==> src/rv_pkg.sv <==
package rv_pkg;

    localparam int XLEN       = 32;
    localparam int REG_ADDR_W = 5;
    localparam int NUM_REGS   = 1 << REG_ADDR_W;
    localparam int MEM_ADDR_W = 8;                  // Word index, 256 words
    localparam int MEM_WORDS  = 1 << MEM_ADDR_W;
    localparam int BE_W       = XLEN / 8;

    // Load and store width codes, taken from the instruction funct3 field
    typedef enum logic [2:0]
    {
        LB   = 3'd0,
        LH   = 3'd1,
        LW   = 3'd2,
        RSV3 = 3'd3,
        LBU  = 3'd4,
        LHU  = 3'd5,
        RSV6 = 3'd6,
        RSV7 = 3'd7
    } funct3_t;

    // Stores share the low three codes with the signed loads
    localparam funct3_t SB = LB;
    localparam funct3_t SH = LH;
    localparam funct3_t SW = LW;

    typedef enum logic [1:0]
    {
        RES_ALU     = 2'd0,
        RES_MEM     = 2'd1,
        RES_PC_NEXT = 2'd2                          // Next PC already in ALU result
    } res_src_t;

endpackage

==> src/rv_reg_file.sv <==
`timescale 1ns/1ps

module rv_reg_file
(
    input  logic                          i_clk,
    input  logic                          i_write,
    input  logic [rv_pkg::REG_ADDR_W-1:0] i_waddr,
    input  logic [rv_pkg::XLEN-1:0]       i_wdata,
    input  logic [rv_pkg::REG_ADDR_W-1:0] i_raddr,
    output logic [rv_pkg::XLEN-1:0]       o_rdata
);
    import rv_pkg::*;

    logic [XLEN-1:0] regs [0:NUM_REGS-1];

    always_ff @(posedge i_clk)
    begin
        if (i_write && (i_waddr != '0))             // x0 never written
        begin
            regs[i_waddr] <= i_wdata;
        end
    end

    // x0 reads as zero whatever its storage holds
    always_comb
    begin
        if (i_raddr == '0)
        begin
            o_rdata = '0;
        end
        else
        begin
            o_rdata = regs[i_raddr];
        end
    end

endmodule

==> config.mk <==
export PLATFORM = sky130hd
export DESIGN_NAME = rv_reg_file
export DESIGN_NICKNAME = d
export VERILOG_FILES = /design/src/rv_pkg.sv /design/src/rv_reg_file.sv
export SDC_FILE = /design/constraint.sdc
export NUM_CORES = 1
export LEC_CHECK = 0
export BUFFER_PORTS_ARGS = -buffer_cell sky130_fd_sc_hd__buf_2
export CORE_AREA = 5 5 405 407
export CTS_CLUSTER_DIAMETER = 50
export DETAILED_ROUTE_END_ITERATION = 12
export DIE_AREA = 0 0 410 412
export PLACE_DENSITY = 0.41
export SYNTH_ARGS = -nofsm -noshare
export SYNTH_HDL_FRONTEND = slang
export SYNTH_SLANG_ARGS = --single-unit
==> constraint.sdc <==
create_clock -name i_clk -period 4.4 [get_ports i_clk]
set_clock_uncertainty 0.05 [all_clocks]
set_input_delay 0.44 -clock i_clk [delete_from_list [all_inputs] [get_ports i_clk]]
set_output_delay 0.44 -clock i_clk [all_outputs]
set_load 0.01 [all_outputs]
==> Yosys cells after proc, flatten, opt, wreduce, memory -nomap -nowiden <==
Memories as Yosys holds them, arrays and structs flattened.
Index checks and enable logic that the tools add are counted.
{ "op_classes": {"n_mux": 3, "n_reduce_logical": 3} }
{ "ops": {"columns": ["op", "n"], "rows": [
  ["$mux 32", 1],
  ["$logic_not 5->1", 1],
  ["$reduce_bool 5->1", 1],
  ["$mux 1", 2],
  ["$logic_and 1x1->1", 1]
]} }
{ "word_totals": {"reg_bits": 0, "mem_bits_rw": 1024, "in_bits": 44, "out_inout_bits": 32, "elab_cells": 7, "memories": 1} }
{ "mem_list": {"columns": ["name", "depth", "word_bits", "read_ports", "rd_ports_with_merged_regs", "write_ports", "line", "source"], "rows": [
  ["regs", 32, 32, 1, 0, 1, "rv_reg_file.sv:14", "logic [XLEN-1:0] regs [0:NUM_REGS-1];"]
]} }

==> Longest topological paths before layout <==
{ "depth": {"ltp_word": 4, "mapped_depth": 8} }

==> Least setup slack after synthesis <==
Ideal clock, no wire load.
{ "synth_path": {"path_kind": "input port to flip-flop", "startpoint": "in i_waddr[1] (netlist name)", "endpoint": "mem regs[12][0] (enable)", "setup_time_ns": 0.421, "arrival_time_ns": 2.439, "path_slack_ns": 1.490, "stages": 3, "path_buffers": 1, "cell_sequence": "or3b_2 clkbuf_1 nor2_1"} }
{ "synth_via": {"elab_chain_cells": 4} }
{ "synth_lines": {"columns": ["item", "line", "source"], "rows": [
  ["start: declaration", "rv_reg_file.sv:7", "input logic [rv_pkg::REG_ADDR_W-1:0] i_waddr,"],
  ["$reduce_bool 5->1", "rv_reg_file.sv:18", "if (i_write && (i_waddr != '0))"],
  ["$logic_and 1x1->1", "rv_reg_file.sv:18", null],
  ["$mux 1", "rv_reg_file.sv:18", null],
  ["$mux 1 (not written as such)", "rv_reg_file.sv:20", "regs[i_waddr] <= i_wdata;"],
  ["end: declaration", "rv_reg_file.sv:14", null]
]} }
Several ways; a longest one is shown, not always the timed one.

==> Worst setup path in the final report <==
{ "layout_path": {"startpoint": "in i_raddr[0] (netlist name)", "endpoint": "out o_rdata[16] (netlist name)"} }
{ "layout_via": {"elab_chain_cells": 2, "elab_cells_between_ends": 3, "classes_between": "mux (1); reduce/logical (1); memory (1)"} }
{ "layout_lines": {"columns": ["item", "line", "source"], "rows": [
  ["start: declaration", "rv_reg_file.sv:9", "input logic [rv_pkg::REG_ADDR_W-1:0] i_raddr,"],
  ["$mem_v2 32x32 or $logic_not 5->1 (tied branches)", null, null],
  ["$mux 32 *", "rv_reg_file.sv:27", "if (i_raddr == '0)"],
  ["end: declaration", "rv_reg_file.sv:10", "output logic [rv_pkg::XLEN-1:0] o_rdata"]
]} }
Every way passes the cells marked *; elsewhere a longest branch is shown, timed or not.

==> impl_metrics.tcl <==
set metrics [dict create \
    critPathRequiredTime_ns 3.91 \
    ys_ff_latch 1024 \
    p_leak_nw 15.5 \
    status "finished, final reports clean" \
    ys_warn_count 0 \
    critPathMaxFanout 35 \
    tightest_slew_ns 0.982 \
    rsz0062_at_grt "false" \
    endpoint_kind "primary output" \
    cpPeakStageDelay_ns 0.65 \
    reg.largest.list "regs (1024)" \
    crit_path_cell_trace "buf_8 > buf_4 > mux4_1 > mux2_2 > a221oi_1 > a211oi_1 > buf_2" \
    dpl_cell_area_sq_mm 0.0433 \
    synth-edff-count 1024 \
    drc 0 \
    synthArstFlopShare 0 \
    clock_sinks 1024 \
    worstHoldPathType "primary input to register" \
    post_cts_buffers 0 \
    rows 147 \
    grt_max_degree 96 \
    cp_top_family "buffers and inverters" \
    die_y_um 412 \
    antenna_found_initial 7 \
    wl_um 115000 \
    syn2layout_area_growth_pct 19.9 \
    cts-resized-gates 0 \
    place_ws_ns 0.783 \
    syn_area_sq_mm 0.0397 \
    finalHoldViolCount 0 \
    fin_crit_ns 3.58 \
    grt_pass1_wl_um 160000 \
    synth_seq_area_share 0.774 \
    design_area_sq_mm 0.0476 \
    placedCellCount 4052 \
    vdd_drop_max_v 0.000347 \
    power_mw 22.7 \
    hold_ws_ns 0.160 \
    path_class "primary input to primary output" \
    path_clk_slew_ns 0.05 \
    synth_flop_cell "edfxtp_1" \
    initial_core_util 0.248 \
    cts_max_level 4 \
    drt_pass1_iterations 5 \
    io_buffers 75 \
    regMostFlops "regs" \
    dieArea_sq_mm 0.169 \
    fin_ws_ns 0.824 \
    slew_viol_final 0 \
    synth_top_area_frac 0.774 \
    detail_route.vias_per_cell 4.60 \
    p_per_area_mw_per_mm2 476 \
    antenna_left 0 \
    vias 19700 \
    setup_viol 0 \
    syn_avg_cell_area_sq_um 20.9 \
    max_freq_mhz 280 \
    dp_hpwl_um 63100 \
    cap_violations 0 \
    cts_buffer_depth 3 \
    grt_pass1_vias 20500 \
    cts_tree "built" \
    largest_reg_flops 1024 \
    gp_congestion 0.713 \
    io_pins 76 \
    yosys.area.top_type "edfxtp_1" \
    cp_num_buf_inv 3 \
    grt_overflow 0 \
    netlist_instances 1903 \
    critPathLaunchType "primary input" \
    post-route-period-util 0.813 \
    wl_per_cell_um 26.8 \
    finalNetCount 2144 \
    core_area_sq_mm 0.160 \
    yosysUniqueCellTypes 30 \
    dr.first_iter.drc_count 1638 \
    root_buffer "clkbuf_16" \
    final_util 0.298 \
    hold_buffers 0 \
    relSlewSlack 0.344 \
    ys_top_cells_by_area "edfxtp_1, mux2i_1, mux4_2" \
    die_x_um 410 \
    drive_gt1_frac 0.230 \
    cts_made_buffers 132 \
    grt_util_all_layers 0.134 \
    setup_tns_ns 0 \
    cp_slowest_cell "mux4_1" \
    arrival_ns 3.09 \
    stdcell_count 4286 \
]
cell usage in the layout, fill, tap and decap left out, drive strengths merged, types with 2 or more instances in the layout:
cell and n:
a211oi 32, a21oi 32, a221oi 32, a22oi 32, buf 150, bufinv 15
clkbuf 164, clkinv 31, clkinvlp 14, conb 32, diode 2, edfxtp 1024
inv 9, mux2 32, mux2i 256, mux4 128, nand2 65, nand3 2
nand3b 6, nand4 32, nor2 34, nor2b 3, o221ai 64, or3 2
or3b 5
layer usage:
layer	track usage	routed length (um)
met1	0.184	52000
met5	0	24
met3	0.0282	6200
met4	0.0394	2520
met2	0.216	54000
where the power goes:
| group | internal, mW | switching, mW | total, mW | leakage, nW |
|---|---|---|---|---|
| sequential | 10.9 | 0.0287 | 10.9 | 9.25 |
| clock | 6.61 | 4.04 | 10.7 | 2.08 |
| combinational | 0.376 | 0.730 | 1.11 | 4.13 |
layout make-up:
class / instances / area (sq um)
Clock buffer: 164 / 3550
Timing Repair Buffer: 150 / 1240
Antenna cell: 2 / 5.00
Fill cell: 15400 / 112000
Sequential cell: 1024 / 30700
Clock inverter: 68 / 792
Tap cell: 2086 / 2610
Multi-Input combinational cell: 791 / 8670
Inverter: 1 / 3.75
synth_stat cells (2+ instances only):
| cell type | number |
|---|---|
| nand3_1 | 2 |
| or3_1 | 2 |
| clkbuf_1 | 60 |
| nand4_1 | 32 |
| buf_2 | 15 |
| a221oi_1 | 21 |
| a221oi_2 | 11 |
| a22oi_1 | 32 |
| mux2_2 | 32 |
| edfxtp_1 | 1024 |
| nand3b_1 | 6 |
| nor2_1 | 34 |
| or3b_2 | 4 |
| nor2b_1 | 3 |
| mux2i_1 | 256 |
| buf_6 | 15 |
| buf_1 | 2 |
| a21oi_1 | 32 |
| mux4_2 | 72 |
| buf_4 | 25 |
| a211oi_1 | 32 |
| mux4_1 | 56 |
| o221ai_1 | 64 |
| nand2_1 | 65 |
worst paths after layout:
kind | end | startpoint | cells past startpoint
hold / removal | regs[0][12]$_DFFE_PP_ | i_wdata[12] | 1
setup / recovery | o_rdata[16] | i_raddr[0] | 7
cell families after synthesis:
group                  Yosys count  share of synthesized area
AOI/OAI and AO/OA              192                     0.0390
other                            1                  0.0000944
muxes                          416                      0.151
and+or+nand+nor                151                     0.0180
DFF                           1024                      0.774
buffers and inverters          119                     0.0170
(Power assumes the default switching activity.)
