## src/rv_pkg.sv

```systemverilog
package rv_pkg;

    localparam int XLEN       = 32;
    localparam int REG_ADDR_W = 5;
    localparam int NUM_REGS   = 1 << REG_ADDR_W;
    localparam int MEM_ADDR_W = 8;                  // Word index, 256 words
    localparam int MEM_WORDS  = 1 << MEM_ADDR_W;
    localparam int BE_W       = XLEN / 8;

    // Load and store width codes, taken from the instruction funct3 field
    typedef enum logic [2:0]
    {
        LB   = 3'd0,
        LH   = 3'd1,
        LW   = 3'd2,
        RSV3 = 3'd3,
        LBU  = 3'd4,
        LHU  = 3'd5,
        RSV6 = 3'd6,
        RSV7 = 3'd7
    } funct3_t;

    // Stores share the low three codes with the signed loads
    localparam funct3_t SB = LB;
    localparam funct3_t SH = LH;
    localparam funct3_t SW = LW;

    typedef enum logic [1:0]
    {
        RES_ALU     = 2'd0,
        RES_MEM     = 2'd1,
        RES_PC_NEXT = 2'd2                          // Next PC already in ALU result
    } res_src_t;

endpackage

```

## src/rv_mem_stage.sv

```systemverilog
`timescale 1ns/1ps

module rv_mem_stage
(
    input  logic                          i_clk,
    input  logic                          i_rst_n,
    input  logic                          i_reg_write,
    input  logic                          i_mem_write,
    input  logic [rv_pkg::REG_ADDR_W-1:0] i_rd,
    input  rv_pkg::funct3_t               i_funct3,
    input  rv_pkg::res_src_t              i_res_src,
    input  logic [rv_pkg::XLEN-1:0]       i_alu_result,
    input  logic [rv_pkg::XLEN-1:0]       i_store_data,
    output logic [rv_pkg::MEM_ADDR_W-1:0] o_mem_addr,
    output logic [rv_pkg::BE_W-1:0]       o_mem_be,
    output logic [rv_pkg::XLEN-1:0]       o_mem_wdata,
    output logic                          o_mem_write,
    output logic [rv_pkg::XLEN-1:0]       o_alu_result,
    output rv_pkg::funct3_t               o_funct3,
    output rv_pkg::res_src_t              o_res_src,
    output logic [rv_pkg::REG_ADDR_W-1:0] o_rd,
    output logic                          o_reg_write
);
    import rv_pkg::*;

    logic [XLEN-1:0]       alu_result;
    logic [XLEN-1:0]       store_data;
    funct3_t               funct3;
    res_src_t              res_src;
    logic [REG_ADDR_W-1:0] rd;
    logic                  reg_write;
    logic                  mem_write;
    logic [1:0]            byte_off;

    always_ff @(posedge i_clk)
    begin
        if (!i_rst_n)
        begin
            reg_write <= 1'b0;
            mem_write <= 1'b0;
        end
        else
        begin
            reg_write <= i_reg_write;
            mem_write <= i_mem_write;
        end
    end

    always_ff @(posedge i_clk)
    begin
        alu_result <= i_alu_result;
        store_data <= i_store_data;
        funct3     <= i_funct3;
        res_src    <= i_res_src;
        rd         <= i_rd;
    end

    assign byte_off = alu_result[1:0];

    // Place store data on the lanes picked by the low address bits
    always_comb
    begin
        case (funct3)
            SB:
            begin
                o_mem_be    = BE_W'(1) << byte_off;
                o_mem_wdata = {BE_W{store_data[7:0]}};
            end
            SH:
            begin
                o_mem_be    = byte_off[1] ? 4'b1100 : 4'b0011;  // Bit 0 ignored
                o_mem_wdata = {(BE_W / 2){store_data[15:0]}};
            end
            SW:
            begin
                o_mem_be    = '1;
                o_mem_wdata = store_data;
            end
            default:
            begin
                o_mem_be    = '0;                               // Reserved, no lanes
                o_mem_wdata = store_data;
            end
        endcase
    end

    assign o_mem_addr   = alu_result[MEM_ADDR_W+1:2];
    assign o_mem_write  = mem_write;
    assign o_alu_result = alu_result;
    assign o_funct3     = funct3;
    assign o_res_src    = res_src;
    assign o_rd         = rd;
    assign o_reg_write  = reg_write;

endmodule

```

## config.mk

```make
export PLATFORM = sky130hd
export DESIGN_NAME = rv_mem_stage
export DESIGN_NICKNAME = d
export VERILOG_FILES = /design/src/rv_pkg.sv /design/src/rv_mem_stage.sv
export SDC_FILE = /design/constraint.sdc
export NUM_CORES = 1
export LEC_CHECK = 0
export BUFFER_PORTS_ARGS = -buffer_cell sky130_fd_sc_hd__buf_2
export CAP_MARGIN = 10
export CORE_MARGIN = 1.5
export CORE_UTILIZATION = 34
export DETAILED_ROUTE_END_ITERATION = 10
export PLACE_DENSITY = 0.74
export SETUP_SLACK_MARGIN = 0.1
export SYNTH_ARGS = -nofsm -noshare
export SYNTH_HDL_FRONTEND = slang
export SYNTH_SLANG_ARGS = --single-unit
```

## constraint.sdc

```tcl
create_clock -name i_clk -period 1.6 [get_ports i_clk]
set_clock_uncertainty 0.15 [all_clocks]
set_input_delay 0.32 -clock i_clk [delete_from_list [all_inputs] [get_ports i_clk]]
set_output_delay 0.32 -clock i_clk [all_outputs]
set_load 0.005 [all_outputs]
```

# Yosys cells after proc, flatten, opt, wreduce, memory -nomap -nowiden
# Cells that the tools add are included.
# word_totals
ff_bits	76
latch_bits	0
ramBits	0
rom_bits	0
inputBits	78
output_inout_bits	88
elab_cells	14
memories	0
# classes
n_addsub	0
mul	0
div	0
order_cmp	0
n_eq_ne	2
n_shift	1
muxes	3
bitwise	0
reduce_logical	1
# ops
operator	count
$pmux 32 s2	1
$pmux 4 s3	1
$mux 4	1
$shl 1x2->4 const A	1
$eq 3x1->1 const B	1
$eq 3x2->1 const B	1
$logic_not 3->1	1

# Longest topological paths before layout
# logic_depth
ltp_word	2
mapped_depth	5
mapped_depth_nobuf	3

# Least setup slack after synthesis
# OpenSTA, ideal clock, no wires.
# synth_path
path_kind	register to output
from	register funct3[1] (netlist: o_funct3[1])
to	output o_mem_wdata[20] (netlist name)
arrival_ps	1151
required_time_ps	1130
path_slack_ps	-21
path_stages_with_launch	5
path_buffers	2
path_cell_list	dfxtp_1 -> buf_6 -> nor2_4 -> buf_2 -> mux2_2
# synth_between
elab_chain_len	2
elab_cells_between_ends	3
cone_classes	eq/ne (1); mux (1); reduce/logical (1)
# synth_lines
element	line	rtl
from (decl)	rv_mem_stage.sv:28	funct3_t funct3;
from (signal assigned)	rv_mem_stage.sv:53	funct3 <= i_funct3;
$eq 3x1->1 / $logic_not 3->1 (equally long branches)	rv_mem_stage.sv:63	case (funct3)
$pmux 32 s2 (*)	rv_mem_stage.sv:63	
to (decl)	rv_mem_stage.sv:16	output logic [rv_pkg::XLEN-1:0] o_mem_wdata,
# Mark *: on every way between the ends. The rest lies on a longest branch, timed or not.

# Final worst setup path
# layout_path
from	register funct3[2] (netlist: o_funct3[2])
to	output o_mem_wdata[14] (netlist name)
# The elaborated chain is that of the path after synthesis.

==> results.sh <==
export IMPL_io_pins=166
export IMPL_synth_common_cells="76 x dfxtp_1, 16 x buf_4, 14 x mux2_2"
export IMPL_crit_chain="nor3_4 > buf_12 > mux2_4 > buf_6"
export IMPL_ys_seq_elements=76
export IMPL_drc=0
export IMPL_worstPathArrival_ps=1540
export IMPL_nets=473
export IMPL_grt_util_all_layers=0.198
export IMPL_numPortBuffers=165
export IMPL_drv_cap=0
export IMPL_fp_dieW_um=81.5
export IMPL_diodes=0
export IMPL_die_area_um2=6650
export IMPL_post_drt_wl_per_cell_um=14.4
export IMPL_clk_pin_slew_worst_paths_ps=80
export IMPL_synthFlopType="dfxtp_1"
export IMPL_power_total_mw=4.55
export IMPL_max_slew_margin=0.845
export IMPL_syn_nets=230
export IMPL_initial_core_util=0.354
export IMPL_netlist_top_cells_area="dfxtp_1 73%, mux2_2 7.5%, buf_4 5.7%"
export IMPL_clockBufferDepth=2
export IMPL_drive_gt1_frac=0.588
export IMPL_firstDrtPassIters=3
export IMPL_setup_slack_ps=-408
export IMPL_yosys_area_top_type="dfxtp_1"
export IMPL_stdcell_area_um2=4320
export IMPL_grt_use_met3=0.0633
export IMPL_synth_enable_flop_cells=0
export IMPL_grt_antenna_before_repair=0
export IMPL_grt_pass1_wl_mm=9.45
export IMPL_setup_viol=28
export IMPL_max_clock_freq_ghz=0.498
export IMPL_cts_root_buf="clkbuf_8"
export IMPL_grt_max_degree=14
export IMPL_place_inst=381
export IMPL_numCtsBuffers=9
export IMPL_synth_top_area_frac=0.726
export IMPL_gp_congestion=0.747
export IMPL_critPathBufInv=2
export IMPL_rsz0062_at_grt="yes"
export IMPL_place_area_um2=2980
export IMPL_min_period_ps=2010
export IMPL_drv_slew=0
export IMPL_grt_overflow=0
export IMPL_crit_fanout=6
export IMPL_ant_nets=0
export IMPL_areaGrowthSynthToFinish_pct=106
export IMPL_synth_cell_type_count=16
export IMPL_routed_via_density=4.20
export IMPL_power_static_leakage_nw=2.10
export IMPL_busiest_layer="met2"
export IMPL_grt_pass1_vias=2009
export IMPL_syn_avg_cell_area_um2=13.8
export IMPL_htreeDepth=3
export IMPL_hold_depth=2
export IMPL_worstPathRequired_ps=1130
export IMPL_synth_most_common_cell="dfxtp_1"
export IMPL_fp_dieH_um=81.5
export IMPL_start_kind="flip-flop"
export IMPL_path_delay_family="flip-flops"
export IMPL_routed_via_count=1996
export IMPL_cp_depth=4
export IMPL_grtUsageMet1=0.197
export IMPL_fin_cells=475
export IMPL_routed_wl_mm=6.85
export IMPL_hold_ws_ps=39.3
export IMPL_cts_tree="done"
export IMPL_async_flop_share=0
export IMPL_ir_worst_vdd_mv=0.976
export IMPL_status="finished with violations"
export IMPL_syn_area_um2=2100
export IMPL_worst_pin_slew_ps=232
export IMPL_seq_area_frac_synth=0.726
export IMPL_yosys_warnings=0
export IMPL_grt_util_met2=0.362
export IMPL_netlist_instances=152
export IMPL_period_share=1.26
export IMPL_core_area_um2=5920
export IMPL_end_kind="output port"
export IMPL_violations="setup timing"
export IMPL_dp_hpwl_mm=3.81
export IMPL_cts_sinks=76
export IMPL_cp_slowest_cell="dfxtp_4"
export IMPL_hold_class="in2reg"
export IMPL_initialDrtViolationCount=26
export IMPL_hold_viol=0
export IMPL_rows=28
export IMPL_critPathMaxStageDelay_ps=370
export IMPL_power_density_nw_per_um2=1050
export IMPL_worstSetupPathType="reg2out"
export IMPL_nFillCells=391
-- layout by cell type, fill, tap and decap left out, types with 3 or more instances in the layout --
master,synthesis,final
buf_2,3,149
dlygate4sd3_1,0,74
dfxtp_1,76,73
buf_6,1,20
mux2_4,0,16
a21oi_2,0,11
clkbuf_8,0,9
mux2i_1,8,7
nor2_4,1,6
bufinv_16,0,4
nor2_2,0,3
buf_8,0,3
buf_4,16,3
-- worst paths after layout --
kind | start | to | slack (ps)
setup / recovery | o_funct3[2] | o_mem_wdata[14] | -410
hold / removal | i_reg_write | o_reg_write | 40
-- state kept, by name, indices dropped and copies added, names as in the netlist --
signal / flops
o_alu_result: 32
o_funct3: 3
o_mem_write: 1
o_rd: 5
o_reg_write: 1
o_res_src: 2
store_data: 32
-- kinds of logic after synthesis --
| family | synth area share |
|---|---|
| and+or+nand+nor | 0.0400 |
| AOI/OAI and AO/OA | 0.0370 |
| muxes | 0.124 |
| DFF | 0.726 |
| buffers and inverters | 0.0734 |
-- cell type report --
cell class / count / area (um^2) / area share
clock inverter: 6 / 136 / 0.0316
sequential: 76 / 1530 / 0.354
timing repair buffer: 252 / 1850 / 0.427
inverter: 2 / 7.51 / 0.00174
tap: 75 / 93.8 / 0.0217
clock buffer: 10 / 128 / 0.0295
multi-input combinational: 54 / 579 / 0.134
-- layer usage --
layer	vias to the layer above	share of wire
li1	967	-
met1	909	0.35
met2	105	0.54
met3	15	0.076
met4	0	0.025
met5	-	0
-- where the power goes --
| group | switching [mW] | internal, mW |
|---|---|---|
| Combinational | 0.210 | 0.422 |
| Clock | 0.677 | 1.20 |
| Sequential | 0.0552 | 1.99 |
-- what timing repair did --
item	CTS	global route
gates resized for setup	25	45
hold buffers	74	0
pin swaps	0	3
setup endpoints to repair	30	30
hold endpoints to repair	74	0
buffers inserted	2	1
gates cloned	1	0
-- metrics by stage --
stage	setup WS, ps	utilization	setup TNS [ps]
2_1_floorplan	8.30	-	0
3_3_place_gp	-30.3	0.503	-210
3_5_place_dp	-47.3	0.503	-288
4_1_cts	-423	0.696	-9320
5_1_grt	-478	0.730	-10330
6_report	-408	0.730	-8330
Note: power is estimated with default switching activity, not from simulation.
