## src/rv_pkg.sv

```systemverilog
package rv_pkg;

    localparam int XLEN       = 32;
    localparam int REG_ADDR_W = 5;
    localparam int NUM_REGS   = 1 << REG_ADDR_W;
    localparam int MEM_ADDR_W = 8;                  // Word index, 256 words
    localparam int MEM_WORDS  = 1 << MEM_ADDR_W;
    localparam int BE_W       = XLEN / 8;

    // Load and store width codes, taken from the instruction funct3 field
    typedef enum logic [2:0]
    {
        LB   = 3'd0,
        LH   = 3'd1,
        LW   = 3'd2,
        RSV3 = 3'd3,
        LBU  = 3'd4,
        LHU  = 3'd5,
        RSV6 = 3'd6,
        RSV7 = 3'd7
    } funct3_t;

    // Stores share the low three codes with the signed loads
    localparam funct3_t SB = LB;
    localparam funct3_t SH = LH;
    localparam funct3_t SW = LW;

    typedef enum logic [1:0]
    {
        RES_ALU     = 2'd0,
        RES_MEM     = 2'd1,
        RES_PC_NEXT = 2'd2                          // Next PC already in ALU result
    } res_src_t;

endpackage

```

## src/rv_write.sv

```systemverilog
`timescale 1ns/1ps

module rv_write
(
    input  logic                          i_clk,
    input  logic                          i_rst_n,
    input  rv_pkg::funct3_t               i_funct3,
    input  logic [rv_pkg::XLEN-1:0]       i_alu_result,
    input  logic                          i_reg_write,
    input  logic [rv_pkg::REG_ADDR_W-1:0] i_rd,
    input  rv_pkg::res_src_t              i_res_src,
    input  logic [rv_pkg::XLEN-1:0]       i_data,
    output logic [rv_pkg::XLEN-1:0]       o_data,
    output logic [rv_pkg::REG_ADDR_W-1:0] o_rd,
    output logic                          o_write_op
);
    import rv_pkg::*;

    logic [XLEN-1:0]       alu_result;
    res_src_t              res_src;
    logic                  reg_write;
    logic [REG_ADDR_W-1:0] rd;
    funct3_t               funct3;
    logic [XLEN-1:0]       rdata;

    always_ff @(posedge i_clk)
    begin
        if (!i_rst_n)
        begin
            reg_write <= 1'b0;
        end
        else
        begin
            reg_write <= i_reg_write;
        end
    end

    always_ff @(posedge i_clk)
    begin
        alu_result <= i_alu_result;
        res_src    <= i_res_src;
        rd         <= i_rd;
        funct3     <= i_funct3;
        rdata      <= i_data;                       // Word read during the memory stage
    end

    logic [7:0]      load_byte;
    logic [15:0]     load_half;
    logic [XLEN-1:0] load_data;

    always_comb
    begin
        case (alu_result[1:0])
            2'b00: load_byte = rdata[0  +: 8];
            2'b01: load_byte = rdata[8  +: 8];
            2'b10: load_byte = rdata[16 +: 8];
            2'b11: load_byte = rdata[24 +: 8];
        endcase
    end

    assign load_half = alu_result[1] ? rdata[16 +: 16] : rdata[0 +: 16];

    always_comb
    begin
        case (funct3)
            LB:      load_data = {{24{load_byte[7]}}, load_byte};
            LH:      load_data = {{16{load_half[15]}}, load_half};
            LW:      load_data = rdata;
            LBU:     load_data = {24'd0, load_byte};
            LHU:     load_data = {16'd0, load_half};
            default: load_data = '0;                // Reserved codes
        endcase
    end

    always_comb
    begin
        case (res_src)
            RES_MEM:     o_data = load_data;
            RES_ALU,
            RES_PC_NEXT: o_data = alu_result;
            default:     o_data = alu_result;
        endcase
    end

    assign o_rd       = rd;
    assign o_write_op = reg_write;

endmodule

```

## config.mk

```make
export PLATFORM = sky130hd
export DESIGN_NAME = rv_write
export DESIGN_NICKNAME = d
export VERILOG_FILES = /design/src/rv_pkg.sv /design/src/rv_write.sv
export SDC_FILE = /design/constraint.sdc
export NUM_CORES = 1
export LEC_CHECK = 0
export BUFFER_PORTS_ARGS = -buffer_cell sky130_fd_sc_hd__buf_2
export CAP_MARGIN = 15
export CORE_MARGIN = 10
export CORE_UTILIZATION = 41
export DETAILED_ROUTE_END_ITERATION = 16
export GPL_TIMING_DRIVEN = 1
export PLACE_DENSITY_LB_ADDON = 0.08
export SLEW_MARGIN = 20
export SYNTH_ARGS = -nofsm -noshare
export SYNTH_HDL_FRONTEND = slang
export SYNTH_SLANG_ARGS = --single-unit
```

## constraint.sdc

```tcl
create_clock -name i_clk -period 2.3 [get_ports i_clk]
set_clock_uncertainty 0.1 [all_clocks]
set_input_delay 0.69 -clock i_clk [delete_from_list [all_inputs] [get_ports i_clk]]
set_output_delay 0.69 -clock i_clk [all_outputs]
set_load 0.02 [all_outputs]
```

* After elaboration in Yosys (flattened, before gate mapping) *
Cells that the tools add are included.

cells by class
  equal/unequal tests = 8
  muxes and demuxes = 4
  reduce and logical (&&, ||, !) cells = 2

operator list
  kind                                                                    count
  32-bit case mux with 5 select lines                                     1
  32-bit two-way mux                                                      1
  8-bit case mux with 4 select lines                                      1
  16-bit two-way mux                                                      1
  3-bit equality test (second input constant)                             2
  2-bit by 1-bit equality test with 1-bit output (second input constant)  2
  2-bit equality test (second input constant)                             2
  3-bit by 1-bit equality test with 1-bit output (second input constant)  1
  3-bit by 2-bit equality test with 1-bit output (second input constant)  1
  3-bit logical NOT                                                       1
  2-bit logical NOT                                                       1

word-level totals
  input port bits = 77
  flip-flop bits (word level) = 75
  word-level logic and storage cells = 20

* Logic depth before layout (Yosys ltp) *
Gate-level depths: netlist of run 1.

  depth in word-level cells = 4
  gate-level depth with buffers = 6

* Worst setup path before layout of run 1 *
No wires, ideal clock.

  path kind = reg-to-output
  start = register funct3[1]
  end = output o_data[10] (netlist bit)
  required time = 1.510 ns
  cell stages (with the launch flop) = 6
  data arrival time = 1.800 ns
  setup slack = -0.290 ns
  buffers on the path = 1
  path through = dfxtp_1 clkbuf_1 or4b_1 o22ai_2 a221oi_1 o21ai_0

on the way
  longest elaborated chain between the ends = 3

ends and longest elaborated chain
  element                                            line            source
  from (decl)                                        rv_write.sv:23  funct3_t funct3;
  from (signal assigned)                             rv_write.sv:43  funct3 <= i_funct3;
  3-bit equality test, or another cell as far along  rv_write.sv:65  case (funct3)
  32-bit case mux with 5 select lines (*)            rv_write.sv:65
  32-bit two-way mux (*)                             rv_write.sv:77  case (res_src)
  to (decl)                                          rv_write.sv:13  output logic [rv_pkg::XLEN-1:0] o_data,

Every way passes the cells marked *; elsewhere a longest branch is shown, timed or not.

* Worst setup path in the final report of run 1 *
  start = register alu_result[1]
  end = output o_data[25] (netlist bit)

on the way
  longest elaborated chain between the ends = 4

ends and longest elaborated chain
  element                                            line            source
  from (decl)                                        rv_write.sv:19  logic [XLEN-1:0] alu_result;
  from (signal assigned)                             rv_write.sv:40  alu_result <= i_alu_result;
  2-bit equality test, or another cell as far along  rv_write.sv:53  case (alu_result[1:0])
  8-bit case mux with 4 select lines                 rv_write.sv:53
  32-bit case mux with 5 select lines (*)            rv_write.sv:65
  32-bit two-way mux (*)                             rv_write.sv:77

Marks and branches as above.

==> results.txt, run 1 <==
- Run status: finished with violations
- Violations in the final reports: negative setup slack
* Number of buffers inserted by hold repair at cts: 0
- Pin count of the biggest net entering global routing: 33
- At the worst endpoint, the required time is 1.51 ns.
* DRC viols: 0
* Total Die Area: 9530 um^2
- Headroom to the max-slew limit: 62.5%
* Synth unique cells: 27
* Final worst-path cycle share: 119%
* Capturing element type of the critical path: output pin
- Post-Syn Area per Cell: 10.6 um^2
* Worst Hold Class: input port to flip-flop
- Top-count cell post-synth: sky130_fd_sc_hd__dfxtp_1
* Buffer levels on the longest clock path: 2
- After synthesis, the cell types taking the most area are sky130_fd_sc_hd__dfxtp_1 61%, sky130_fd_sc_hd__nand3_1 6.7%, sky130_fd_sc_hd__mux2i_1 5.7%.
* Via count: 2249
- Synthesis produced 233 cells.
- Summed over all layers, the routed wires come to 8200 um.
- Sink count of the clock tree: 75
- Of the cells placed in the final design, the portion with a size suffix greater than 1 is 56.7%.
- Once layout is done, the placed cells without fillers occupy 3970 um^2.
- In this run the remaining antenna-violating nets after routing total 0.
- The signal on the critical path passes through mux2i_2 > or4_1 > a211o_1 > buf_12 > nand3_2 > buf_4.
- At the pin with the least slew margin, the transition time is 0.560 ns.
- #FFs+latches synth: 75
- Summed over its instances, the top area cell type makes up 60.8% of the synthesized netlist area.
- Leading cell types by count after synthesis: 75 x sky130_fd_sc_hd__dfxtp_1, 33 x sky130_fd_sc_hd__nand3_1, 27 x sky130_fd_sc_hd__nand2_1, 14 x sky130_fd_sc_hd__mux2i_1, 10 x sky130_fd_sc_hd__clkbuf_1
- The root buffer cell chosen for the clock tree is sky130_fd_sc_hd__clkbuf_8.
- In the routed layout, each cell is associated on average with a via count of 5.01.
* Cell area after placement: 3350 um^2
- Nets in the synthesized netlist: 310
- Max-cap violation count: 0
- The final hold violation count is 0.
- The critical path is of the flip-flop to output pin type.
- Timing analysis after detailed placement gives a worst setup slack of -0.128 ns.
* Port-buffer cells: 114
* Starting density of the core: 42.0%
- Clock tree synthesis inserted a total of 9 buffers.
- Ports placed on the boundary: 115
- From left edge to right edge, the die measures 97.6 um.
- Area used by multi-input combinational logic: 1120 um^2
* Crit start category: flip-flop
- Clock transition at the registers of the reported paths: 0.08 ns
* Number of warnings printed during yosys synthesis: 0
- The area growth from synthesis to layout is 60.7%.
* Global-route wire length before repair: 12500 um
- Hold timing on the final database bottoms out at a slack of 0.341 ns.
* Hold path depth: 1
- Number of synthesized flops with an enable pin: 0
- Final setup violation count: 32
- Sum of negative setup slack: -12.76 ns
- The number of antenna diodes in the final layout is 0.
- Power density over cell area: 745 nW/um^2
- The core region is 5890 um^2.
- Global routing used 16.4% of the available tracks across all layers.
- Largest stage delay on the critical path: 0.41 ns
* Sequential element share of the synthesized area: 60.8%
- The design draws 2.96 mW.
- Broken down by cell family, the worst path's largest delay share belongs to simple AND/OR/NAND/NOR gates.
- Setup repair after global routing could not meet its margin everywhere.
- Dividing the detail-routed wire length by the instance count gives 18.3 um.
- Max H-tree Level: 3
- Filler cells: 480
- Slew Limit Fails: 0
- STA puts the critical path data arrival time at 1.96 ns.
- Detailed placement finished with a half-perimeter wire length of 5810 um.
- TritonCTS clock tree: built
- Row generation in the floorplan step produced 28 rows.
- In this run the number of cells on the critical path is 6.
- DRC violation total after the first TritonRoute iteration: 108
- Number of global-route vias before repair: 2458
* TritonRoute pass-1 iters: 4
* Initial antenna violation count: 0
- In the synthesized netlist the async set-or-reset flop fraction comes to 0%.
* Cell type contributing the most total cell area after synthesis: sky130_fd_sc_hd__dfxtp_1
- Min cycle time layout: 2.75 ns
- Worst ir drop on vdd: 0.430 mV
* Crit path max fanout: 16
- Area occupied by registers: 1520 um^2
* Weighted congestion reported at the end of routability-driven placement: 0.831
- Buffer and inverter count on the worst path: 2
- After synthesis the cells add up to 2470 um^2.
* Total global routing overflow: 0
- Static timing analysis puts the maximum clock frequency at 364 MHz.
- Post-route setup slack: -0.447 ns
- Slowest-stage cell, CP: sky130_fd_sc_hd__or4_1
* Vertical die dimension: 97.6 um
- The net count of the finished layout is 446.
* LEAKAGE: 1.95 nW
- Top_reg_cell synth: sky130_fd_sc_hd__dfxtp_1
==> per-layer routing <==
| metal | vias up | GRT usage (%) | share of wire, % |
|---|---|---|---|
| li1 | 1108 | - | - |
| met1 | 1040 | 19.0 | 42 |
| met2 | 89 | 26.6 | 50 |
| met3 | 12 | 5.97 | 7.2 |
| met4 | 0 | 6.49 | 1.5 |
| met5 | - | 0 | 0 |
==> cell type report <==
class,instances,area share (%)
repair buffers,141,25.7
multi-input cells,139,28.3
clock buffers,11,3.31
inverters,3,0.284
well taps,75,2.36
flip-flops and latches,75,38.2
clock inverters,5,1.95
==> logic make-up after synthesis <==
group	synth area share, %
buffers and inverters	3.44
DFF	60.8
muxes	8.87
AOI/OAI and AO/OA	10.6
and+or+nand+nor	16.3
==> power by group <==
group | switching (mW) | total, mW | internal, mW
Combinational | 0.228 | 0.467 | 0.238
Clock | 0.476 | 1.08 | 0.608
Sequential | 0.0401 | 1.41 | 1.37
==> stage by stage <==
stage / utilization (%) / std cells
floorplan: - / 233
global placement: 56.9 / 424
detailed placement: 56.9 / 424
CTS: 65.4 / 447
global route: 67.5 / 449
finish: 67.5 / 449
==> path summary, 6_finish.rpt <==
check                startpoint          to  slack, ns
hold / removal       i_data[19]   rdata[19]       0.34
setup / recovery  alu_result[1]  o_data[25]      -0.45
==> timing repair <==
action / in CTS / in global routing
setup buffers: 6 / 2
setup endpoints to repair: 32 / 32
pin swaps: 18 / 14
cloned: 1 / 1
gates resized for setup: 70 / 16
==> registers in the layout, indices dropped and copies added, names as in the netlist <==
register / flops
alu_result: 32
funct3: 3
o_rd: 5
o_write_op: 1
rdata: 32
res_src: 2
==> cell usage in the layout (no fill, tap or decap), drive strengths merged, types with 2 or more instances in the layout <==
| cell | netlist | layout |
|---|---|---|
| a211o | 7 | 7 |
| a221oi | 8 | 8 |
| and3 | 6 | 6 |
| buf | 6 | 140 |
| bufinv | 0 | 2 |
| clkbuf | 10 | 12 |
| clkinv | 0 | 2 |
| dfxtp | 75 | 75 |
| inv | 3 | 3 |
| mux2 | 7 | 7 |
| mux2i | 14 | 14 |
| nand2 | 27 | 27 |
| nand2b | 2 | 2 |
| nand3 | 33 | 33 |
| nor2 | 4 | 4 |
| nor2b | 2 | 2 |
| o21ai | 9 | 9 |
| o22ai | 9 | 9 |
| or3 | 2 | 2 |
| or4 | 2 | 2 |
Power figures use the tool's default switching activity.
==> run 2, diff against run 1 <==
Settings changed: CELL_PAD_IN_SITES_DETAIL_PLACEMENT set to 1, CELL_PAD_IN_SITES_GLOBAL_PLACEMENT set to 1, CORE_UTILIZATION 41 to 30, CTS_BUF_LIST set to sky130_fd_sc_hd__clkbuf_16.
==> run 2 against run 1 <==
The run still ends with negative setup slack left; fmax decreased by 0.69%; design area rose by 5.7%; worst hold slack better by 0.011 ns; largest cell class unchanged; die area is 29% higher; non-clock buffer count rose by 4; sequential share of layout area shrank 2.1 points; core utilization is 16 points lower.
==> results.txt, run 2 (synthesis results as in run 1) <==
- Final worst-path cycle share: 120%
- The analysis attributes to cell leakage a power of 2.04 nW.
- Vertical die dimension: 111 um
- Total Die Area: 12300 um^2
- TritonRoute pass-1 iters: 4
- Data arrival time at the worst-slack endpoint: 1.98 ns
* Num CTS Buffers: 9
- In this run the power density over the cells is 816 nW/um^2.
- For this configuration, the core starts out at a cell density of 30.5%.
- Setup violations remaining at the end of the flow were counted as 32.
* Largest stage delay on the critical path: 0.55 ns
* Min cycle time layout: 2.77 ns
- Routability-driven placement finished with a final weighted congestion of 0.787.
- Crit start category: flip-flop
- TritonCTS clock tree: built
- After layout, the design draws a total of 3.42 mW.
- After global routing the overflow that remains totals 0.
* Crit path max fanout: 8
* Via count: 2284
- Via-per-instance ratio: 4.73
* Combined global-route utilization of all metal layers: 14.6%
- Final Hold Violating Endpoints: 0
* Buffer levels on the longest clock path: 2
- Summing all multi-input logic gate instances after layout gives 1140 um^2.
- The run finished, with violations left.
* Slowest-stage cell, CP: sky130_fd_sc_hd__or4b_4
* Capturing element type of the critical path: output pin
* Initial antenna violation count: 1
- Antenna violation net count after detailed routing: 0
* Post-route setup slack: -0.466 ns
* Number of global-route vias before repair: 2622
* Area occupied by registers: 1510 um^2
- Top library cells by usage in the layout, fill and taps aside: 84 x sky130_fd_sc_hd__buf_2, 70 x sky130_fd_sc_hd__dfxtp_1, 38 x sky130_fd_sc_hd__buf_6
- Total Routed Length: 9270 um
* Critical Setup Path Class: flip-flop to output pin
- The critical path goes through or4b_4 > o22ai_4 > buf_12 > a221oi_4 > o21ai_2 > buf_6.
* Pin count of the biggest net entering global routing: 33
* Cell family contributing the most delay on the critical path: simple AND/OR/NAND/NOR gates
- The first global-routing pass estimated 14500 um of wire.
- DRC violation total after the first TritonRoute iteration: 39
- The critical path contains buffers and inverters numbering 2 combined.
* Diodes inserted: 0
- Across the VDD grid, the largest voltage drop is 0.386 mV.
* Worst Hold Class: input port to flip-flop
* Fraction of layout cells with a size suffix above 1: 57.7%
* Slew @ Worst Pin: 0.613 ns
* DP Wirelength: 6580 um
* Port-buffer cells: 114
- Placement Setup Slack: -0.212 ns
- Core Rows: 33
* Area delta synth->final: 69.9%
- Post-layout nets: 450
- The number of pins with negative max-slew slack in the final report is 0.
* Maximum operating frequency: 361 MHz
- The core region is 8090 um^2.
* Root buffer selected by CTS: sky130_fd_sc_hd__clkbuf_16
- The filler cells instantiated in the layout total 908.
- Ports placed on the boundary: 115
- In the final routed layout, each cell accounts on average for 19.2 um.
* Violations in the final reports: negative setup slack
* Filler-free cell count of the finished design: 483
* Max H-tree Level: 3
- Setup repair after global routing could not meet its margin everywhere.
- Measured along the x axis, the die boundary spans 111 um.
- After detailed routing, the number of remaining DRC violations is 0.
* Max-cap violation count: 0
- Headroom to the max-slew limit: 59.0%
- Clock-pin slew was measured on the worst setup and hold paths at 0.06 ns.
* Sink count of the clock tree: 75
* Placed cells: 458
- At the worst endpoint, the required time is 1.51 ns.
- Number of buffers inserted by hold repair at cts: 0
- Leading cell type in the layout, fill and taps excluded: sky130_fd_sc_hd__buf_2
run 2: cell types whose count changed in the layout (fill, tap and decap cells not counted), sizes merged:
cell | before | now
buf | 140 | 144
clkbuf | 12 | 10
inv | 3 | 5
run 2: power breakdown:
group | internal (mW) | switching (mW) | leakage (nW)
combinational | 0.255 | 0.238 | 1.25
sequential | 1.37 | 0.0430 | 0.634
clock | 0.959 | 0.559 | 0.156
run 2: timing repair:
item                                    in CTS  in global routing
pin swaps                                    7                  7
gates cloned                                 2                  2
gates resized for setup                     75                 27
endpoints found under the setup margin      32                 32
buffers inserted                             3                  4
hold endpoints to repair                     0                  0
run 2: worst paths after layout:
| path | startpoint | cells past startpoint | end |
|---|---|---|---|
| min | i_alu_result[31] | 1 | alu_result[31] |
| max | funct3[1] | 6 | o_data[12] |
run 2: layout make-up:
cell class | count | area share (%)
sequential | 75 | 36.1
multi-input combinational | 139 | 27.1
timing repair buffer | 145 | 25.6
clock buffer | 9 | 5.37
tap | 105 | 3.13
clock inverter | 7 | 2.39
inverter | 3 | 0.268
run 2: metrics by stage:
stage                     hold WS [ns]  TNS, ns  utilization [%]  cell area [um^2]
after global routing             0.337   -15.17             51.8              4200
after global placement           0.692    -3.16             42.2              3410
after CTS                        0.342   -13.67             49.8              4030
after detailed placement         0.694    -3.97             42.2              3410
final                            0.352   -12.80             51.8              4200
after floorplan                  0.618   -0.566                -              2600
run 2: layer usage:
metal	track usage, %	part of all wire (%)	vias up
met1	17.4	43	1078
met2	22.4	47	82
li1	-	-	1110
met4	4.51	1.3	2
met5	0	0.076	-
met3	7.20	8.3	12
